File: src/modbusPkg.sv
// ----------------------------------------
// Modbus RTU slave shared types
// Constants, codes and bus structs
// ----------------------------------------
package modbusPkg;

    localparam int WB_ADDR_WIDTH = 24;
    localparam int REG_WIDTH = 16;       // fixed by Modbus

    // staging store for write requests
    localparam int BUF_DEPTH = 128;
    localparam int BUF_PTR_WIDTH = 7;

    localparam int MAX_READ_QTY = 125;
    localparam int MAX_WRITE_QTY = 123;
    localparam int REG_SPACE = 65535;    // start plus quantity must stay within

    typedef enum logic [7:0] {
        READ_HOLDING   = 8'h03,
        WRITE_MULTIPLE = 8'h10
    } funcCode_e;

    typedef enum logic [7:0] {
        ILLEGAL_FUNCTION = 8'h01,
        ILLEGAL_ADDRESS  = 8'h02,
        ILLEGAL_VALUE    = 8'h03         // bad quantity or byte count
    } exceptionCode_e;

    // byte strobe from the UART receiver
    typedef struct packed {
        logic       valid;
        logic       parityError;
        logic [7:0] data;
    } rxByte_t;

    typedef struct packed {
        funcCode_e      func;
        logic           isException;
        exceptionCode_e exception;
        logic [15:0]    startAddr;
        logic [8:0]     quantity;
    } request_t;

    typedef struct packed {
        logic                     cyc;
        logic                     stb;
        logic                     we;
        logic [WB_ADDR_WIDTH-1:0] adr;
        logic [REG_WIDTH-1:0]     dat;
    } wbMaster_t;

endpackage

File: src/crc16.sv
// ----------------------------------------
// Modbus CRC-16, one byte per cycle
// ----------------------------------------
`timescale 1ns/1ps

module crc16 (
    input  logic        clk,
    input  logic        rst,
    input  logic        clear,
    input  logic        en,
    input  logic [7:0]  data,
    output logic [15:0] crc
);

    // reflected polynomial, lsb first
    function automatic logic [15:0] nextCrc(input logic [15:0] cur, input logic [7:0] d);
        logic [15:0] r;
        r = cur ^ {8'h00, d};
        for (int i = 0; i < 8; i++) begin
            r = r[0] ? ((r >> 1) ^ 16'hA001) : (r >> 1);
        end
        return r;
    endfunction

    always_ff @(posedge clk) begin
        if (rst || clear) begin
            crc <= 16'hFFFF;
        end else if (en) begin
            crc <= nextCrc(crc, data);
        end
    end

endmodule

File: src/frameReceiver.sv
// ----------------------------------------
// Modbus request parser
// Checks fields and CRC, stages write data
// ----------------------------------------
`timescale 1ns/1ps

module frameReceiver import modbusPkg::*; #(
    parameter logic [7:0] STATION_ADDRESS = 8'h37
) (
    input  logic                     clk,
    input  logic                     rst,
    input  rxByte_t                  rx,
    input  logic                     silence,
    input  logic                     busy,
    output request_t                 req,
    output logic                     reqValid,
    output logic                     bufWe,
    output logic [BUF_PTR_WIDTH-1:0] bufWaddr,
    output logic [REG_WIDTH-1:0]     bufWdata
);

    typedef enum logic [3:0] {
        RX_ADDR,
        RX_FUNC,
        RX_START_HI,
        RX_START_LO,
        RX_QTY_HI,
        RX_QTY_LO,
        RX_BYTE_COUNT,
        RX_DATA_HI,
        RX_DATA_LO,
        RX_CRC_LO,
        RX_CRC_HI,
        RX_WAIT
    } rxState_e;

    rxState_e state;
    logic [15:0] qty;
    logic [7:0] dataHi;
    logic [7:0] crcLo;
    logic [BUF_PTR_WIDTH-1:0] wrPtr;
    logic [15:0] crc;
    logic accept;
    logic [15:0] rxQty;
    logic readQtyBad;
    logic writeQtyBad;
    logic countBad;
    logic readRangeBad;
    logic writeRangeBad;

    assign accept = rx.valid && !silence && !rx.parityError;
    assign rxQty = {qty[15:8], rx.data};   // quantity as its low byte arrives

    assign readQtyBad = rxQty == 16'd0 || rxQty > 16'(MAX_READ_QTY);
    assign writeQtyBad = qty == 16'd0 || qty > 16'(MAX_WRITE_QTY);
    assign countBad = {qty, 1'b0} != {9'b0, rx.data};
    assign readRangeBad = {1'b0, req.startAddr} + {1'b0, rxQty} > 17'(REG_SPACE);
    assign writeRangeBad = {1'b0, req.startAddr} + {1'b0, qty} > 17'(REG_SPACE);

    // one word per data byte pair
    assign bufWe = accept && state == RX_DATA_LO;
    assign bufWaddr = wrPtr;
    assign bufWdata = {dataHi, rx.data};

    // CRC bytes themselves are not accumulated
    crc16 i_crc (
        .clk  (clk),
        .rst  (rst),
        .clear(silence),
        .en   (accept && state != RX_CRC_LO && state != RX_CRC_HI && state != RX_WAIT),
        .data (rx.data),
        .crc  (crc)
    );

    always_ff @(posedge clk) begin
        reqValid <= 1'b0;
        if (rst) begin
            state <= RX_ADDR;
        end else if (silence) begin
            state <= RX_ADDR;
        end else if (rx.valid && rx.parityError) begin
            state <= RX_WAIT;
        end else if (accept) begin
            case (state)
                RX_ADDR: begin
                    // frames arriving during a response are ignored
                    state <= (rx.data == STATION_ADDRESS && !busy) ? RX_FUNC : RX_WAIT;
                end
                RX_FUNC: begin
                    req.func <= funcCode_e'(rx.data);
                    req.isException <= 1'b0;
                    if (rx.data == READ_HOLDING || rx.data == WRITE_MULTIPLE) begin
                        state <= RX_START_HI;
                    end else begin
                        req.isException <= 1'b1;
                        req.exception <= ILLEGAL_FUNCTION;
                        reqValid <= 1'b1;
                        state <= RX_WAIT;
                    end
                end
                RX_START_HI: begin
                    req.startAddr[15:8] <= rx.data;
                    state <= RX_START_LO;
                end
                RX_START_LO: begin
                    req.startAddr[7:0] <= rx.data;
                    state <= RX_QTY_HI;
                end
                RX_QTY_HI: begin
                    qty[15:8] <= rx.data;
                    state <= RX_QTY_LO;
                end
                RX_QTY_LO: begin
                    qty[7:0] <= rx.data;
                    req.quantity <= rxQty[8:0];
                    if (req.func == WRITE_MULTIPLE) begin
                        state <= RX_BYTE_COUNT;
                    end else if (readQtyBad || readRangeBad) begin
                        req.isException <= 1'b1;
                        req.exception <= readQtyBad ? ILLEGAL_VALUE : ILLEGAL_ADDRESS;
                        reqValid <= 1'b1;
                        state <= RX_WAIT;
                    end else begin
                        state <= RX_CRC_LO;
                    end
                end
                RX_BYTE_COUNT: begin
                    wrPtr <= '0;
                    if (writeQtyBad || countBad || writeRangeBad) begin
                        req.isException <= 1'b1;
                        req.exception <= (writeQtyBad || countBad) ? ILLEGAL_VALUE
                                                                   : ILLEGAL_ADDRESS;
                        reqValid <= 1'b1;
                        state <= RX_WAIT;
                    end else begin
                        state <= RX_DATA_HI;
                    end
                end
                RX_DATA_HI: begin
                    dataHi <= rx.data;
                    state <= RX_DATA_LO;
                end
                RX_DATA_LO: begin
                    wrPtr <= wrPtr + 1'b1;
                    state <= (16'(wrPtr) == qty - 16'd1) ? RX_CRC_LO : RX_DATA_HI;
                end
                RX_CRC_LO: begin
                    crcLo <= rx.data;
                    state <= RX_CRC_HI;
                end
                RX_CRC_HI: begin
                    reqValid <= {rx.data, crcLo} == crc;   // bad CRC drops silently
                    state <= RX_WAIT;
                end
                default: state <= RX_WAIT;             // wait for silence
            endcase
        end
    end

    // the responder never sees a second request mid response
    assert property (@(posedge clk) disable iff (rst) !(reqValid && busy));

endmodule

File: src/regBuffer.sv
// ----------------------------------------
// Write request register store
// ----------------------------------------
`timescale 1ns/1ps

module regBuffer import modbusPkg::*; (
    input  logic                     clk,
    input  logic                     we,
    input  logic [BUF_PTR_WIDTH-1:0] waddr,
    input  logic [REG_WIDTH-1:0]     wdata,
    input  logic [BUF_PTR_WIDTH-1:0] raddr,
    output logic [REG_WIDTH-1:0]     rdata
);

    logic [REG_WIDTH-1:0] mem [BUF_DEPTH];

    always_ff @(posedge clk) begin
        if (we) begin
            mem[waddr] <= wdata;
        end
        rdata <= mem[raddr];   // one cycle read latency
    end

endmodule

File: src/responder.sv
// ----------------------------------------
// Modbus responder
// Wishbone cycles, response bytes on credits
// ----------------------------------------
`timescale 1ns/1ps

module responder import modbusPkg::*; #(
    parameter logic [7:0]               STATION_ADDRESS = 8'h37,
    parameter logic [WB_ADDR_WIDTH-1:0] REG_BASE        = 24'hA00000,
    parameter int                       TX_CREDITS      = 4
) (
    input  logic                     clk,
    input  logic                     rst,
    input  request_t                 req,
    input  logic                     reqValid,
    output logic                     busy,
    output wbMaster_t                wb,
    input  logic [REG_WIDTH-1:0]     wbDatI,
    input  logic                     wbAckI,
    output logic [BUF_PTR_WIDTH-1:0] bufRaddr,
    input  logic [REG_WIDTH-1:0]     bufRdata,
    input  logic                     txCredit,
    output logic                     txValid,
    output logic [7:0]               txData
);

    localparam int CREDIT_WIDTH = $clog2(TX_CREDITS + 1);

    typedef enum logic [4:0] {
        TX_IDLE, TX_WB_LOAD, TX_WB_WRITE, TX_WB_WRITE_ACK,
        TX_STATION, TX_FUNC, TX_EXC, TX_BYTE_COUNT,
        TX_ADDR_HI, TX_ADDR_LO, TX_QTY_HI, TX_QTY_LO,
        TX_WB_READ, TX_WB_READ_ACK, TX_DATA_HI, TX_DATA_LO,
        TX_CRC_LO, TX_CRC_HI
    } txState_e;

    txState_e state;
    request_t cur;
    logic [BUF_PTR_WIDTH-1:0] wordIdx;
    logic [REG_WIDTH-1:0] readData;
    logic [CREDIT_WIDTH-1:0] credits;
    logic [15:0] crc;
    logic sending;
    logic lastWord;
    logic [WB_ADDR_WIDTH-1:0] wordAdr;

    assign busy = state != TX_IDLE;
    assign bufRaddr = wordIdx;
    assign lastWord = {2'b00, wordIdx} == cur.quantity;   // index already past issued word
    assign wordAdr = REG_BASE + WB_ADDR_WIDTH'(cur.startAddr) + WB_ADDR_WIDTH'(wordIdx);
    assign txValid = sending && credits != '0;

    always_comb begin
        sending = 1'b1;
        case (state)
            TX_STATION:    txData = STATION_ADDRESS;
            TX_FUNC:       txData = cur.isException ? {1'b1, cur.func[6:0]} : cur.func;
            TX_EXC:        txData = cur.exception;
            TX_BYTE_COUNT: txData = {cur.quantity[6:0], 1'b0};
            TX_ADDR_HI:    txData = cur.startAddr[15:8];
            TX_ADDR_LO:    txData = cur.startAddr[7:0];
            TX_QTY_HI:     txData = {7'b0, cur.quantity[8]};
            TX_QTY_LO:     txData = cur.quantity[7:0];
            TX_DATA_HI:    txData = readData[15:8];
            TX_DATA_LO:    txData = readData[7:0];
            TX_CRC_LO:     txData = crc[7:0];
            TX_CRC_HI:     txData = crc[15:8];
            default: begin
                txData = 8'h00;
                sending = 1'b0;
            end
        endcase
    end

    crc16 i_crc (
        .clk  (clk),
        .rst  (rst),
        .clear(state == TX_IDLE),
        .en   (txValid && state != TX_CRC_LO && state != TX_CRC_HI),
        .data (txData),
        .crc  (crc)
    );

    always_ff @(posedge clk) begin
        if (rst) begin
            credits <= CREDIT_WIDTH'(TX_CREDITS);
        end else begin
            credits <= credits + CREDIT_WIDTH'(txCredit) - CREDIT_WIDTH'(txValid);
        end
    end

    always_ff @(posedge clk) begin
        if (rst) begin
            state <= TX_IDLE;
            wb.cyc <= 1'b0;
            wb.stb <= 1'b0;
        end else begin
            case (state)
                TX_IDLE: if (reqValid) begin
                    cur <= req;
                    wordIdx <= '0;
                    state <= (req.isException || req.func == READ_HOLDING) ? TX_STATION
                                                                           : TX_WB_LOAD;
                end
                TX_WB_LOAD: state <= TX_WB_WRITE;   // buffer read latency
                TX_WB_WRITE: begin
                    wb.cyc <= 1'b1;
                    wb.stb <= 1'b1;
                    wb.we <= 1'b1;
                    wb.adr <= wordAdr;
                    wb.dat <= bufRdata;
                    wordIdx <= wordIdx + 1'b1;
                    state <= TX_WB_WRITE_ACK;
                end
                TX_WB_WRITE_ACK: if (wbAckI) begin
                    wb.cyc <= 1'b0;
                    wb.stb <= 1'b0;
                    state <= lastWord ? TX_STATION : TX_WB_WRITE;
                end
                TX_STATION: if (txValid) state <= TX_FUNC;
                TX_FUNC: if (txValid) begin
                    if (cur.isException) state <= TX_EXC;
                    else if (cur.func == READ_HOLDING) state <= TX_BYTE_COUNT;
                    else state <= TX_ADDR_HI;
                end
                TX_EXC: if (txValid) state <= TX_CRC_LO;
                TX_BYTE_COUNT: if (txValid) state <= TX_WB_READ;
                TX_ADDR_HI: if (txValid) state <= TX_ADDR_LO;
                TX_ADDR_LO: if (txValid) state <= TX_QTY_HI;
                TX_QTY_HI: if (txValid) state <= TX_QTY_LO;
                TX_QTY_LO: if (txValid) state <= TX_CRC_LO;
                TX_WB_READ: begin
                    wb.cyc <= 1'b1;
                    wb.stb <= 1'b1;
                    wb.we <= 1'b0;
                    wb.adr <= wordAdr;
                    wordIdx <= wordIdx + 1'b1;
                    state <= TX_WB_READ_ACK;
                end
                TX_WB_READ_ACK: if (wbAckI) begin
                    readData <= wbDatI;
                    wb.cyc <= 1'b0;
                    wb.stb <= 1'b0;
                    state <= TX_DATA_HI;
                end
                TX_DATA_HI: if (txValid) state <= TX_DATA_LO;
                TX_DATA_LO: if (txValid) state <= lastWord ? TX_CRC_LO : TX_WB_READ;
                TX_CRC_LO: if (txValid) state <= TX_CRC_HI;
                TX_CRC_HI: if (txValid) state <= TX_IDLE;
                default: state <= TX_IDLE;
            endcase
        end
    end

    // a starved byte waits in place until a credit returns
    assert property (@(posedge clk) disable iff (rst)
        sending && !txValid |=> $stable(state) && $stable(txData));
    assert property (@(posedge clk) disable iff (rst) credits <= CREDIT_WIDTH'(TX_CREDITS));
    assert property (@(posedge clk) disable iff (rst) wb.stb |-> wb.cyc);
    // request held steady until the slave answers
    assert property (@(posedge clk) disable iff (rst)
        wb.stb && !wbAckI |=> wb.stb && $stable(wb.adr) && $stable(wb.we));

endmodule

File: src/modbusSlave.sv
// ----------------------------------------
// Modbus RTU slave to Wishbone bridge
// ----------------------------------------
`timescale 1ns/1ps

module modbusSlave import modbusPkg::*; #(
    parameter logic [7:0]               STATION_ADDRESS = 8'h37,
    parameter logic [WB_ADDR_WIDTH-1:0] REG_BASE        = 24'hA00000,
    parameter int                       TX_CREDITS      = 4
) (
    input  logic                 clk,
    input  logic                 rst,
    input  rxByte_t              rx,
    input  logic                 silence,
    output wbMaster_t            wb,
    input  logic [REG_WIDTH-1:0] wbDatI,
    input  logic                 wbAckI,
    input  logic                 txCredit,
    output logic                 txValid,
    output logic [7:0]           txData
);

    request_t req;
    logic reqValid;
    logic busy;
    logic bufWe;
    logic [BUF_PTR_WIDTH-1:0] bufWaddr;
    logic [REG_WIDTH-1:0] bufWdata;
    logic [BUF_PTR_WIDTH-1:0] bufRaddr;
    logic [REG_WIDTH-1:0] bufRdata;

    frameReceiver #(
        .STATION_ADDRESS(STATION_ADDRESS)
    ) i_receiver (
        .clk     (clk),
        .rst     (rst),
        .rx      (rx),
        .silence (silence),
        .busy    (busy),
        .req     (req),
        .reqValid(reqValid),
        .bufWe   (bufWe),
        .bufWaddr(bufWaddr),
        .bufWdata(bufWdata)
    );

    regBuffer i_buffer (
        .clk  (clk),
        .we   (bufWe),
        .waddr(bufWaddr),
        .wdata(bufWdata),
        .raddr(bufRaddr),
        .rdata(bufRdata)
    );

    responder #(
        .STATION_ADDRESS(STATION_ADDRESS),
        .REG_BASE       (REG_BASE),
        .TX_CREDITS     (TX_CREDITS)
    ) i_responder (
        .clk     (clk),
        .rst     (rst),
        .req     (req),
        .reqValid(reqValid),
        .busy    (busy),
        .wb      (wb),
        .wbDatI  (wbDatI),
        .wbAckI  (wbAckI),
        .bufRaddr(bufRaddr),
        .bufRdata(bufRdata),
        .txCredit(txCredit),
        .txValid (txValid),
        .txData  (txData)
    );

endmodule

File: config.mk
export PLATFORM = sky130hd
export DESIGN_NAME = modbusSlave
export DESIGN_NICKNAME = d
export VERILOG_FILES = /design/src/modbusPkg.sv /design/src/crc16.sv /design/src/frameReceiver.sv /design/src/regBuffer.sv /design/src/responder.sv /design/src/modbusSlave.sv
export SDC_FILE = /design/constraint.sdc
export NUM_CORES = 2
export LEC_CHECK = 0
export BUFFER_PORTS_ARGS = -buffer_cell sky130_fd_sc_hd__buf_2
export CAP_MARGIN = 20
export CORE_UTILIZATION = 63
export CTS_CLUSTER_DIAMETER = 200
export DETAILED_ROUTE_END_ITERATION = 10
export GPL_ROUTABILITY_DRIVEN = 0
export PLACE_DENSITY = 0.91
export SETUP_SLACK_MARGIN = 0.4
export SLEW_MARGIN = 20
export SYNTH_ARGS = -nofsm -noshare
export SYNTH_HDL_FRONTEND = slang
export SYNTH_SLANG_ARGS = --single-unit
File: constraint.sdc
create_clock -name clk -period 5.5 [get_ports clk]
set_input_delay 1.1 -clock clk [delete_from_list [all_inputs] [get_ports clk]]
set_output_delay 1.1 -clock clk [all_outputs]
set_load 0.01 [all_outputs]
==> summary.md, run 1 <==
| Metric | Value |
|---|---|
| Area contributors post-synth | edfxtp_1 (75%), mux4_2 (17%), dfxtp_1 (1.4%) |
| Num CTS Buffers | 201 |
| Initial Util | 0.636 |
| Err | [ERROR GRT-0116] Global routing finished with congestion. Check the congestion regions in the DRC Viewer. |
| Worst setup slack after placement | 1.31 ns |
| Port Buffers | 75 |
| Status | did not finish |
| Detailed placement HPWL | 155,000 um |
| Post-CTS Hold Buffers | 0 |
| Synthesized flop and latch total | 2,270 |
| Largest net degree at the start of global routing | 131 |
| First-pass GRT wire length | 469,000 um |
| Terminating stage of the flow | 5_1_grt |
| Deepest clock path buffer count | 3 |
| Synth top area share | 0.745 |
| Gr ovfl total | 98 |
| FP Rows | 137 |
| Unique masters post-synth | 79 |
| Vias in the first global route | 56,360 |
| Setup Buffers After CTS | 0 |
| Synthesized area | 89,000 um^2 |
| Post-synth EDFFs | 2,208 |
| FFs w/ async S/R, synth | 0 |
| Main synth FF type | edfxtp_1 |
| CTS Sinks | 2,270 |
| Seq/Total Area, Yosys | 0.759 |
| DIE WIDTH | 378 um |
| Clock Tree Root | clkbuf_16 |
| Average cell area after synthesis | 22.0 um^2 |
| All-layer global routing usage | 0.489 |
| Syn Inst Count | 4,040 |
| Die Y | 378 um |
| CTS H-tree lvls | 4 |
| Synth warn | 0 |
| Top cell type by total area after synthesis | edfxtp_1 |
| DP Cell Count | 5,983 |
| # IOs | 83 |
==> metal layers <==
| layer | overflow | global-route usage |
|---|---|---|
| met1 | 9 | 0.526 |
| met2 | 51 | 0.677 |
| met3 | 6 | 0.302 |
| met4 | 31 | 0.377 |
| met5 | 1 | 0.182 |
==> repair_timing <==
action,in CTS
gates cloned,0
endpoints found under the setup margin,1
resized for setup,1
==> cell usage after synthesis, types with 4 or more instances <==
cell         n
and3_1       6
or3b_1       4
o21a_1       8
o211ai_1    21
o21ai_0     35
buf_4       11
buf_1       42
or3_1        4
inv_1       25
buf_2       34
a31oi_1      8
nand4_1     13
edfxtp_1  2208
a221oi_1     4
and2_1       6
or4_1        5
nor3_1      28
ha_1        35
mux2_2      17
nand3_1     40
a21oi_1     38
dfxtp_1     62
a22oi_1      7
clkbuf_1   127
nand3b_1     6
a211oi_1     6
nor2_1     222
buf_6        4
nor3b_1      5
xor2_1      35
nand2_1    106
or2_2        6
nand2b_1    18
xnor2_1     64
fa_1         4
o22ai_1      4
nor2b_1     20
mux4_2     670
nor4_1       6
mux2i_1     15
==> logic make-up after synthesis <==
family                     count (synthesis)  share of synthesized area
adders and majority gates                 39                    0.00582
AOI/OAI and AO/OA                        169                     0.0126
buffers and inverters                    243                     0.0115
DFF                                     2270                      0.759
and+or+nand+nor                          510                     0.0265
other                                      2                  0.0000844
muxes                                    702                      0.173
xor gates and xnor gates                 105                     0.0109
==> per-stage QoR <==
step	hold WS [ns]	instance area [um^2]
after global placement	0.407	92600
after detailed placement	0.405	92600
after floorplan	0.386	89000
after CTS	0.403	99300
==> inputs of run 2 (changes only) <==
- CORE_UTILIZATION: 63 -> 40
- CTS_CLUSTER_DIAMETER: 200 -> not set
- PLACE_DENSITY: 0.91 -> not set
- PLACE_DENSITY_LB_ADDON: not set -> 0.15
- SETUP_SLACK_MARGIN: 0.4 -> not set
==> summary.md, run 2 <==
| Metric | Value |
|---|---|
| HP Class | flip-flop to flip-flop |
| Average cell area after synthesis | 22.0 um^2 (unchanged) |
| Synth top area share | 0.745 (unchanged) |
| All-layer global routing usage | 0.203 |
| Synthesized flop and latch total | 2,270 (unchanged) |
| Final setup fails | 0 |
| Per-cell routed wire length | 30.0 um |
| Die Y | 474 um (+25%) |
| Gr ovfl total | 0 |
| Synth warn | 0 (unchanged) |
| Worst setup slack after placement | 1.47 ns (+0.167 ns) |
| Main synth FF type | edfxtp_1 |
| Reg-to-Reg Start | i_responder.state[2]$_SDFFE_PP0P_ |
| FP Rows | 172 (+26%) |
| # IOs | 83 (unchanged) |
| NumNets Final | 4,408 |
| Total Power | 34.6 mW |
| Fill count | 18,410 |
| Most frequent cells in the layout | edfxtp_1 (2,208), mux4_2 (670), clkbuf_16 (230) |
| Status | finished clean |
| Final worst setup slack | 0.841 ns |
| Pwr dens | 340 nW/um^2 |
| Worst-path clk slew | 0.06 ns |
| Placed Area | 94,300 um^2 (+1.7%) |
| Fmax | 0.215 GHz |
| Port Buffers | 75 (unchanged) |
| Hold path cells | 0 |
| Area grow syn2layout | 14.2% |
| DR iter-0 viols | 4,047 |
| CP peak stage delay | 1.01 ns |
| Detailed placement HPWL | 136,000 um (-12%) |
| Largest register FFs | 2,048 |
| Most common cell after layout, fill and taps aside | edfxtp_1 |
| DIE WIDTH | 474 um (+25%) |
| Regs by FF count | i_buffer.mem x2048, i_responder.cur x36, i_responder.wb x35 |
| CTS H-tree lvls | 4 (unchanged) |
| Deepest clock path buffer count | 3 (unchanged) |
| Slowest cell on crit path | dfxtp_1 |
| Most frequent CP cell | nor2b_1 |
| Post-route clock period utilization | 0.847 |
| Synthesized area | 89,000 um^2 (unchanged) |
| Hold endpoint | i_responder.wb[15]$_DFFE_PP_ |
| Vias in the first global route | 42,390 |
| Worst skew pair latency | 0.87 ns |
| Initial antenna violation count | 17 |
| Vias per cell | 5.56 |
| CP Cell Sequence | nor2b_1, nand3b_1, a211oi_1, nor2b_1, o21ai_0, buf_2 |
| Seq/Total Area, Yosys | 0.759 (unchanged) |
| VDD IR max | 0.310 mV |
| Final Max Tran Viols | 0 |
| Cell with the most instances after synthesis | edfxtp_1 |
| Setup Buffers After CTS | 0 (unchanged) |
| Area contributors post-synth | edfxtp_1 (75%), mux4_2 (17%), dfxtp_1 (1.4%) |
| Final Cell Area | 102,000 um^2 |
| First-pass GRT wire length | 322,000 um |
| Setup TNS | 0 ns |
| FFs w/ async S/R, synth | 0 (unchanged) |
| RSZ-0062 raised after global routing | false |
| WL final | 225,000 um |
| Num CTS Buffers | 228 (+13%) |
| Unique masters post-synth | 79 (unchanged) |
| CP arrival | 3.56 ns |
| CP required | 4.40 ns |
| R2r endpoint | i_responder.i_crc.crc[14]$_SDFFE_PP1P_ |
| Slew @ Worst Pin | 1.18 ns |
| Top cell type by total area after synthesis | edfxtp_1 |
| Largest net degree at the start of global routing | 113 |
| Post-synth EDFFs | 2,208 (unchanged) |
| Die area | 224,000 um^2 |
| Startpoint Class | flip-flop |
| Max cap viols | 0 |
| R2R depth | 10 |
| Post-CTS Hold Buffers | 0 (unchanged) |
| Tmin final | 4.66 ns |
| CTS tree | done |
| Final antenna-violating net count | 0 |
| CP top delay family | flip-flops |
| Max Clock Skew | 0.0402 ns |
| Hold Fails Final Rpt | 0 |
| Slew headroom | 0.212 |
| Layout cells sized above 1 | 0.310 |
| Pleak | 31.3 nW |
| TritonRoute pass-1 iters | 5 |
| Via count | 41,706 |
| Top reg by flops | i_buffer.mem |
| Worst path bufs/invs | 1 |
| Synth cell count leaders | edfxtp_1 (2,208), mux4_2 (670), nor2_1 (222), clkbuf_1 (127), nand2_1 (106) |
| Drt drc | 0 |
| FF-to-FF setup slack | 1.65 ns |
| Crit end category | output port |
| Initial Util | 0.404 (-0.232) |
| CTS Sinks | 2,270 (unchanged) |
| Syn Inst Count | 4,040 (unchanged) |
| Clock Tree Root | clkbuf_16 |
| WS Path Type | flip-flop to output port |
| Largest fanout on the critical path | 29 |
| Hold_sp | i_buffer.rdata[15]$_DFF_P_ |
| CORE AREA | 220,000 um^2 |
| CTS-repair resized insts | 0 (-1) |
==> run 2: cell counts after synthesis <==
Identical to the previous run, type by type.
==> run 2: power by group <==
part	total (mW)	internal (mW)	switching, mW
Sequential	18.8	18.8	0.0180
Clock	15.3	8.67	6.61
Combinational	0.481	0.122	0.359
==> run 2: kinds of logic after synthesis <==
logic type	synth area share
AOI/OAI and AO/OA	0.0126
xor gates and xnor gates	0.0109
adders and majority gates	0.00582
buffers and inverters	0.0115
DFF	0.759
muxes	0.173
other	0.0000844
and+or+nand+nor	0.0265
==> run 2: per-layer routing <==
metal / global-route usage / vias up / routed length [um]
li1: - / 17544 / -
met1: 0.300 / 22757 / 102000
met3: 0.0303 / 251 / 11500
met2: 0.318 / 1152 / 107000
met4: 0.0441 / 2 / 3990
met5: 0 / - / 254
==> run 2: worst max path at each step <==
stage / startpoint / end / slack [ns] / depth (start not counted)
after floorplan: rst / i_responder.bufRaddr[0]$_SDFFCE_PP0P_ / 0.71 / 3
after global placement: silence / i_buffer.mem[35][3]$_DFFE_PP_ / 1.04 / 6
after detailed placement: silence / i_buffer.mem[105][9]$_DFFE_PP_ / 1.47 / 7
after CTS: i_responder.state[2]$_SDFFE_PP0P_ / txData[0] / 0.78 / 6
after global routing: i_responder.state[2]$_SDFFE_PP0P_ / txData[0] / 0.54 / 6
final: i_responder.state[2]$_SDFFE_PP0P_ / txData[0] / 0.84 / 6
==> run 2: final cells by class <==
cell class,instances,area [um^2],share of cell area
Tap cell,2958,3700,0.0364
Sequential cell,2270,67500,0.664
Clock inverter,140,1330,0.0131
Antenna cell,6,15.0,0.000148
Timing Repair Buffer,281,2250,0.0221
Multi-Input combinational cell,1532,20700,0.204
Inverter,25,93.8,0.000923
Clock buffer,289,6020,0.0592
==> run 2: worst register-to-register path, delay by kind of cell, from the launching register on <==
kind / cells / cell delay [ns]
compound gates: 4 / 1.16
xor+xnor: 3 / 0.60
flops: 1 / 1.01
simple gates: 3 / 0.93
==> run 2: stage by stage <==
step / cells / utilization / hold WS [ns]
final: 7501 / 0.461 / 0.402
after global routing: 7497 / 0.461 / 0.386
after CTS: 7494 / 0.461 / 0.355
after floorplan: 4045 / - / 0.386
after detailed placement: 7065 / 0.428 / 0.389
after global placement: 7064 / 0.428 / 0.386
(Power assumes the default switching activity.)
